===== src/source/cpu_settings.svh =====
`ifndef CPU_SETTINGS_SVH
`define CPU_SETTINGS_SVH

// datapath width
`define DATA_W 32

// register file geometry
`define REG_AW 5
`define NUM_REGS 32

`endif


===== src/source/isa_pkg.sv =====
package isa_pkg;

    // major opcode in instr[31:26]
    typedef enum logic [5:0] {
        op_rtype = 6'h00,
        op_beq   = 6'h04,
        op_addi  = 6'h08,
        op_addiu = 6'h09,
        op_andi  = 6'h0c,
        op_lui   = 6'h0f
    } opcode_e;

    // r-type function in instr[5:0]
    typedef enum logic [5:0] {
        fn_sll = 6'h00,
        fn_add = 6'h20,
        fn_sub = 6'h22,
        fn_and = 6'h24,
        fn_or  = 6'h25,
        fn_slt = 6'h2a
    } funct_e;

    localparam int opcode_hi = 31;
    localparam int opcode_lo = 26;
    localparam int rs_hi     = 25;
    localparam int rs_lo     = 21;
    localparam int rt_hi     = 20;
    localparam int rt_lo     = 16;
    localparam int rd_hi     = 15;
    localparam int rd_lo     = 11;
    localparam int shamt_hi  = 10;
    localparam int shamt_lo  = 6;
    localparam int funct_hi  = 5;
    localparam int funct_lo  = 0;
    localparam int imm_hi    = 15; // 16-bit immediate
    localparam int imm_lo    = 0;

endpackage


===== src/source/pipe_pkg.sv =====
`include "cpu_settings.svh"

package pipe_pkg;

    typedef enum logic [2:0] {
        alu_add,
        alu_sub,
        alu_and,
        alu_or,
        alu_slt,
        alu_sll,
        alu_lui // passes operand b through
    } alu_op_e;

    typedef struct packed {
        logic    reg_write;
        logic    alu_src_imm;   // imm as operand b
        logic    alu_src_shamt; // shamt as operand a
        logic    branch;
        alu_op_e alu_op;
    } ctrl_t;

    typedef struct packed {
        ctrl_t              ctrl;
        logic [`DATA_W-1:0] pc;
        logic [`DATA_W-1:0] rs_data;
        logic [`DATA_W-1:0] rt_data;
        logic [`DATA_W-1:0] imm;
        logic [`REG_AW-1:0] rs;
        logic [`REG_AW-1:0] rt;
        logic [`REG_AW-1:0] rd;    // final destination or 0 without write
        logic [4:0]         shamt;
    } id_ex_t;

    typedef struct packed {
        logic               valid;
        logic [`REG_AW-1:0] rd;
        logic [`DATA_W-1:0] data;
    } wb_t;

endpackage


===== src/source/decoder.sv =====
`timescale 1ns/10ps
`include "cpu_settings.svh"

module decoder (
    input  logic [31:0]        instr,
    input  logic               valid,
    output pipe_pkg::id_ex_t   dec,
    output logic [`REG_AW-1:0] rs,
    output logic [`REG_AW-1:0] rt
);
    logic [5:0]         opcode;
    logic [5:0]         funct;
    logic [`REG_AW-1:0] rd_field;
    logic [4:0]         shamt;
    logic [15:0]        imm16;
    logic [`DATA_W-1:0] imm_ext;
    pipe_pkg::ctrl_t    ctrl;
    logic               known;
    logic               dest_rt;

    assign opcode   = instr[isa_pkg::opcode_hi:isa_pkg::opcode_lo];
    assign rs       = instr[isa_pkg::rs_hi:isa_pkg::rs_lo];
    assign rt       = instr[isa_pkg::rt_hi:isa_pkg::rt_lo];
    assign rd_field = instr[isa_pkg::rd_hi:isa_pkg::rd_lo];
    assign shamt    = instr[isa_pkg::shamt_hi:isa_pkg::shamt_lo];
    assign funct    = instr[isa_pkg::funct_hi:isa_pkg::funct_lo];
    assign imm16    = instr[isa_pkg::imm_hi:isa_pkg::imm_lo];

    always_comb begin
        ctrl    = '0;
        known   = 1'b1;
        dest_rt = 1'b1;
        imm_ext = {{(`DATA_W-16){imm16[15]}}, imm16}; // sign extended by default
        case (isa_pkg::opcode_e'(opcode))
            isa_pkg::op_rtype: begin
                dest_rt        = 1'b0;
                ctrl.reg_write = 1'b1;
                case (isa_pkg::funct_e'(funct))
                    isa_pkg::fn_sll: begin
                        ctrl.alu_op        = pipe_pkg::alu_sll;
                        ctrl.alu_src_shamt = 1'b1;
                    end
                    isa_pkg::fn_add: ctrl.alu_op = pipe_pkg::alu_add;
                    isa_pkg::fn_sub: ctrl.alu_op = pipe_pkg::alu_sub;
                    isa_pkg::fn_and: ctrl.alu_op = pipe_pkg::alu_and;
                    isa_pkg::fn_or:  ctrl.alu_op = pipe_pkg::alu_or;
                    isa_pkg::fn_slt: ctrl.alu_op = pipe_pkg::alu_slt;
                    default:         known = 1'b0;
                endcase
            end
            isa_pkg::op_beq: begin
                ctrl.branch = 1'b1;
                ctrl.alu_op = pipe_pkg::alu_sub;
            end
            isa_pkg::op_addi, isa_pkg::op_addiu: begin
                ctrl.reg_write   = 1'b1;
                ctrl.alu_src_imm = 1'b1;
                ctrl.alu_op      = pipe_pkg::alu_add;
            end
            isa_pkg::op_andi: begin
                ctrl.reg_write   = 1'b1;
                ctrl.alu_src_imm = 1'b1;
                ctrl.alu_op      = pipe_pkg::alu_and;
                imm_ext          = {{(`DATA_W-16){1'b0}}, imm16};
            end
            isa_pkg::op_lui: begin
                ctrl.reg_write   = 1'b1;
                ctrl.alu_src_imm = 1'b1;
                ctrl.alu_op      = pipe_pkg::alu_lui;
                imm_ext          = {imm16, {(`DATA_W-16){1'b0}}};
            end
            default: known = 1'b0;
        endcase
    end

    always_comb begin
        dec       = '0; // data fields filled in by the top
        dec.imm   = imm_ext;
        dec.rs    = rs;
        dec.rt    = rt;
        dec.shamt = shamt;
        if (valid && known) begin
            dec.ctrl = ctrl;
            if (ctrl.reg_write)
                dec.rd = dest_rt ? rt : rd_field;
        end
    end

endmodule


===== src/source/reg_file.sv =====
`timescale 1ns/10ps
`include "cpu_settings.svh"

module reg_file (
    input  logic               clk,
    input  logic               rst,
    input  logic [`REG_AW-1:0] ra,
    input  logic [`REG_AW-1:0] rb,
    output logic [`DATA_W-1:0] rdata_a,
    output logic [`DATA_W-1:0] rdata_b,
    input  pipe_pkg::wb_t      wb
);
    logic [`DATA_W-1:0] regs [`NUM_REGS];
    logic               wr_en;

    assign wr_en = wb.valid && (wb.rd != '0);

    always_ff @(posedge clk or posedge rst) begin
        if (rst) begin
            for (int i = 0; i < `NUM_REGS; i++)
                regs[i] <= '0;
        end else if (wr_en) begin
            regs[wb.rd] <= wb.data;
        end
    end

    // r0 reads zero and a same-cycle write passes through
    function automatic logic [`DATA_W-1:0] read_port(input logic [`REG_AW-1:0] addr);
        if (addr == '0)
            return '0;
        if (wr_en && (wb.rd == addr))
            return wb.data;
        return regs[addr];
    endfunction

    assign rdata_a = read_port(ra);
    assign rdata_b = read_port(rb);

endmodule


===== src/source/id_ex_reg.sv =====
`timescale 1ns/10ps
`include "cpu_settings.svh"

module id_ex_reg (
    input  logic             clk,
    input  logic             rst,
    input  logic             flush,
    input  pipe_pkg::id_ex_t d,
    output pipe_pkg::id_ex_t q
);
    pipe_pkg::id_ex_t cleared;

    // bubble that keeps the supervisor bit of the pc
    always_comb begin
        cleared                = '0;
        cleared.pc[`DATA_W-1]  = q.pc[`DATA_W-1];
    end

    always_ff @(posedge clk or posedge rst) begin
        if (rst) begin
            q <= '0;
        end else if (flush) begin
            q <= cleared; // squash the wrong-path instruction
        end else begin
            q <= d;
        end
    end

endmodule


===== src/source/ex_stage.sv =====
`timescale 1ns/10ps
`include "cpu_settings.svh"

module ex_stage (
    input  logic               clk,
    input  logic               rst,
    input  pipe_pkg::id_ex_t   ex,
    output pipe_pkg::wb_t      wb,
    output logic               redirect,
    output logic [`DATA_W-1:0] redirect_pc
);
    logic               fwd_ok;
    logic [`DATA_W-1:0] op_rs;
    logic [`DATA_W-1:0] op_rt;
    logic [`DATA_W-1:0] a;
    logic [`DATA_W-1:0] b;
    logic [`DATA_W-1:0] result;

    assign fwd_ok = wb.valid && (wb.rd != '0);

    // producer one ahead sits in the result register
    assign op_rs = (fwd_ok && (wb.rd == ex.rs)) ? wb.data : ex.rs_data;
    assign op_rt = (fwd_ok && (wb.rd == ex.rt)) ? wb.data : ex.rt_data;

    assign a = ex.ctrl.alu_src_shamt ? {{(`DATA_W-5){1'b0}}, ex.shamt} : op_rs;
    assign b = ex.ctrl.alu_src_imm ? ex.imm : op_rt;

    always_comb begin
        result = '0;
        case (ex.ctrl.alu_op)
            pipe_pkg::alu_add: result = a + b; // no overflow trap
            pipe_pkg::alu_sub: result = a - b;
            pipe_pkg::alu_and: result = a & b;
            pipe_pkg::alu_or:  result = a | b;
            pipe_pkg::alu_slt: result[0] = $signed(a) < $signed(b);
            pipe_pkg::alu_sll: result = b << a[4:0];
            pipe_pkg::alu_lui: result = b; // imm already shifted up
            default:           result = '0;
        endcase
    end

    assign redirect    = ex.ctrl.branch && (op_rs == op_rt);
    assign redirect_pc = ex.pc + `DATA_W'd4 + {ex.imm[`DATA_W-3:0], 2'b00};

    always_ff @(posedge clk or posedge rst) begin
        if (rst) begin
            wb <= '0;
        end else begin
            wb.valid <= ex.ctrl.reg_write && (ex.rd != '0); // r0 writes dropped
            wb.rd    <= ex.rd;
            wb.data  <= result;
        end
    end

endmodule


===== src/source/core_slice.sv =====
`timescale 1ns/10ps
`include "cpu_settings.svh"

module core_slice (
    input  logic               clk,
    input  logic               rst,
    input  logic               instr_valid,
    input  logic [31:0]        instr,
    input  logic [`DATA_W-1:0] pc,
    output pipe_pkg::wb_t      wb,
    output logic               redirect,
    output logic [`DATA_W-1:0] redirect_pc
);
    pipe_pkg::id_ex_t   dec;
    pipe_pkg::id_ex_t   id_ex_d;
    pipe_pkg::id_ex_t   id_ex_q;
    logic [`REG_AW-1:0] rs;
    logic [`REG_AW-1:0] rt;
    logic [`DATA_W-1:0] rs_data;
    logic [`DATA_W-1:0] rt_data;

    decoder u_dec (.instr(instr), .valid(instr_valid), .dec(dec), .rs(rs), .rt(rt));

    reg_file u_rf (
        .clk(clk), .rst(rst), .ra(rs), .rb(rt),
        .rdata_a(rs_data), .rdata_b(rt_data), .wb(wb)
    );

    // decoded fields plus pc and operands
    assign id_ex_d = '{ctrl: dec.ctrl, pc: pc, rs_data: rs_data, rt_data: rt_data,
                       imm: dec.imm, rs: dec.rs, rt: dec.rt, rd: dec.rd,
                       shamt: dec.shamt};

    id_ex_reg u_id_ex (
        .clk(clk), .rst(rst), .flush(redirect), .d(id_ex_d), .q(id_ex_q)
    );

    ex_stage u_ex (
        .clk(clk), .rst(rst), .ex(id_ex_q), .wb(wb),
        .redirect(redirect), .redirect_pc(redirect_pc)
    );

endmodule


===== config.mk =====
export PLATFORM = sky130hd
export DESIGN_NAME = core_slice
export DESIGN_NICKNAME = d
export VERILOG_FILES = /design/src/source/isa_pkg.sv /design/src/source/pipe_pkg.sv /design/src/source/decoder.sv /design/src/source/reg_file.sv /design/src/source/id_ex_reg.sv /design/src/source/ex_stage.sv /design/src/source/core_slice.sv
export VERILOG_INCLUDE_DIRS = /design/src /design/src/source
export SDC_FILE = /design/constraint.sdc
export NUM_CORES = 2
export LEC_CHECK = 0
export ABC_CLOCK_PERIOD_IN_PS = 53700
export BUFFER_PORTS_ARGS = -buffer_cell sky130_fd_sc_hd__buf_4
export CORE_MARGIN = 5
export CORE_UTILIZATION = 50
export CTS_BUF_LIST = sky130_fd_sc_hd__clkbuf_4 sky130_fd_sc_hd__clkbuf_8 sky130_fd_sc_hd__clkbuf_16
export CTS_CLUSTER_DIAMETER = 50
export DETAILED_ROUTE_END_ITERATION = 7
export PLACE_DENSITY = 0.66
export SYNTH_ARGS = -nofsm -noshare
export SYNTH_HDL_FRONTEND = slang
export SYNTH_SLANG_ARGS = --single-unit

===== constraint.sdc =====
create_clock -name clk -period 53.7 [get_ports clk]
set_input_delay 10.74 -clock clk [delete_from_list [all_inputs] [get_ports clk]]
set_output_delay 10.74 -clock clk [all_outputs]
set_load 0.01 [all_outputs]

==> results_dict.tcl <==
set metrics [dict create \
    status "completed" \
    grt_pass1_vias 51080 \
    critPathBufInv 2 \
    ys_ff_latch 1217 \
    antenna_found_initial 5 \
    syn_area_um2 72170 \
    async_flop_share_pct 100.0 \
    htreeDepth 4 \
    synthCells 5696 \
    mappedNetlistNets 5926 \
    irDropWorstVdd_v 0.00004050 \
    firstDrtPassIters 6 \
    cts.clk_slew.worst_paths_ps 60 \
    skew_ps 37.56 \
    synth_flop_cell "dfrtp_1" \
    num_io_pins 138 \
    cap_violations 0 \
    wl_per_cell_um 31.67 \
    startpoint_type "flop" \
    worstPathMaxFanout 35 \
    post-route-util_pct 55.66 \
    grt_pass1_wl_um 353000 \
    critPathTopFamily "simple AND/OR/NAND/NOR gates" \
    fp.dieW_um 389.9 \
    tns_ps 0 \
    p_int_mw 1.637 \
    cpPeakStageDelay_ps 840 \
    synth_cell_types 97 \
    clockPowerShare_pct 48.5 \
    cts_root_buf "clkbuf_16" \
    seqPwrFrac_pct 42.1 \
    met1_usage_pct 43.45 \
    cts_buffers 149 \
    worstSetupPathType "reg2out" \
    swShare_pct 25.85 \
    grtUsageMet3_pct 7.596 \
    clockBufferDepth 3 \
    drive_above_1_share_pct 38.36 \
    final_cells 7552 \
    start_util_pct 50.30 \
    antenna_left 0 \
    post_cts_resized 0 \
    leakagePower_nw 36.59 \
    placed_cells 7276 \
    worstMarginPinSlew_ps 1243 \
    coreArea_um2 143500 \
    wirelength_um 239200 \
    clock_latency_ps 800 \
    overflow 0 \
    vias 51220 \
    fin_crit_ps 16560 \
    synth-edff-count 0 \
    via_per_inst 6.782 \
    rsz0062_at_grt "no" \
    drt_iter0_markers 5578 \
    avgSynthCellArea_um2 12.67 \
    hold_buffers 0 \
    grtUsageMet2_pct 47.74 \
    max_slew_margin_pct 16.79 \
    yosysWarnings 0 \
    power.switching_mw 0.5707 \
    fmax_ghz 0.06040 \
    port_buffers 137 \
    p_comb_share_pct 9.4 \
    cp_slowest_cell "nand2_1" \
    post_cts_buffers 0 \
    grt_busiest_layer "met2" \
    dieHeight_um 389.9 \
    final-max-slew-violation-count 0 \
    hpwl_um 145400 \
    finalPower_mw 2.208 \
    num_rows 139 \
    crit_arrival_ps 5820 \
    fin_crit_sh_pct 30.83 \
    dieArea_um2 152000 \
    cts_tree "built" \
    syn_to_final_growth_pct 10.66 \
    grt_max_degree 165 \
    final_hold_viol_count 0 \
    final_nets 5754 \
    drc 0 \
    critPathRequiredTime_ps 42960 \
    p_per_area_nw_per_um2 27.65 \
    hold_class "reg2reg" \
    setup_viol 0 \
    yosysSeqAreaShare_pct 42.20 \
    end_kind "output pin" \
    clock_sinks 1217 \
    crit_path_cell_trace "nor3_4 -> a211o_2 -> nor2_4 -> nand2_1 -> o221ai_1 -> a21oi_1 -> a211o_1 -> a2111oi_2 -> nand4_2 -> inv_1 -> buf_4" \
    grt_usage_pct 31.20 \
    place.gp.congestion 0.9488 \
]
## flip-flops by register name, summed over array words and instances, names as in the netlist
signal,flops
u_id_ex.q,155
u_ex.wb,38
u_rf.regs,1024
## cells by family (layout without fill, tap and decap cells)
logic type               after synthesis  after routing  synth area share, %
AO/OA/AOI/OAI                        942            942                8.567
XOR/XNOR                             107            107                1.299
adder cells (fa/ha/maj)              163            163                2.857
buffers and inverters                699            649                3.825
flip-flops                          1217           1217                42.20
multiplexers                        1713           1713                35.68
other                                  0              3                    0
AND/OR/NAND/NOR                      855            855                5.569
## cell type report
cell class	count	area, µm²
fillers	11811	63620
multi-input cells	3780	39210
flip-flops and latches	1217	30460
clock buffers	195	4259
well taps	1903	2381
repair buffers	253	2029
clock inverters	78	1046
inverters	123	469.2
diodes	3	7.507
## Yosys cell counts (all sizes together) (4+ instances only)
cell     number  area [µm²]
o211ai       25       192.7
o221ai       24       210.2
xnor2        60       525.5
dfrtp      1217       30450
mux2i       200        2022
mux2        919       10350
o311ai       11       111.4
or4           9       67.56
a31oi        23       158.9
a21o         32       240.2
nand4        17       118.9
o31ai        11       82.58
mux4        594       13380
a221oi       10       87.58
nor2        279        1067
o21ai       233        1174
a211oi      140        1066
a211o         7       71.32
nor3b         4       30.03
a22oi        26       195.2
nor2b        45       281.5
ha          160        2002
nand2b       10       62.56
a22o         15       131.4
o22a         15       131.4
a221o         8       80.08
inv         121       454.2
a2111oi       8       107.6
o21bai       26       195.2
clkbuf      429        1610
a311oi        5       43.79
or2          34       212.7
a31o         19       166.4
xor2         47       411.6
buf         147       688.2
nand3        49       255.3
nand2       256       965.9
nor4         17       127.6
o21a         16       120.1
and2         66       412.9
and3         15       93.84
nor3         41       216.5
o22ai        47       294.0
a21oi       216        1085
## layout by cell type (no fill, tap or decap), types with 45 or more instances in the layout
cell / instances
mux4_2: 594
buf_4: 240
dfrtp_1: 1216
o21ai_0: 211
a21oi_1: 215
ha_1: 160
xnor2_1: 60
nor2b_1: 45
inv_1: 116
nor2_1: 263
o22ai_1: 47
mux2i_1: 197
nand3_1: 45
mux2_2: 917
xor2_1: 47
nand2_1: 238
clkbuf_16: 151
a211oi_1: 137
and2_1: 65
## metal layers
metal / wire length [µm] / vias to the layer above
met5: 41 / -
met4: 10430 / 6
met3: 22670 / 538
met2: 108500 / 2474
met1: 97540 / 27056
li1: - / 21146
## power groups by stage
stage | Clock (mW) | Combinational (mW) | Sequential, mW
2_1_floorplan | 0 | 0.131 | 0.946
3_3_place_gp | 0 | 0.205 | 0.947
3_5_place_dp | 0 | 0.206 | 0.947
4_1_cts | 1.08 | 0.207 | 0.930
5_1_grt | 1.12 | 0.222 | 0.930
6_report | 1.07 | 0.207 | 0.931
## through the flow
step / hold WS, ps / setup WS (ps) / cell area (µm²)
2_1_floorplan: 345.6 / 8671 / 72170
5_1_grt: 403.5 / 36970 / 79850
4_1_cts: 388.2 / 37300 / 79850
3_3_place_gp: 374.6 / 38200 / 74550
3_5_place_dp: 367.0 / 38130 / 74550
6_report: 389.5 / 37140 / 79860
## worst paths after layout
kind	slack, ps	startpoint	cells past startpoint	endpoint
min in group asynchronous	10010	rst	2	u_ex.wb[11]$_DFF_PP0_
max in group asynchronous	40450	rst	5	u_rf.regs[212]$_DFFE_PP0P_
worst min register to register	390	u_id_ex.q[8]$_DFF_PP0_	0	u_ex.wb[35]$_DFF_PP0_
worst max register to register	46570	u_ex.wb[35]$_DFF_PP0_	19	u_ex.wb[30]$_DFF_PP0_
worst max-delay path	37140	u_ex.wb[35]$_DFF_PP0_	11	redirect
worst min-delay path	390	u_id_ex.q[8]$_DFF_PP0_	0	u_ex.wb[35]$_DFF_PP0_
(Power assumes the default switching activity.)
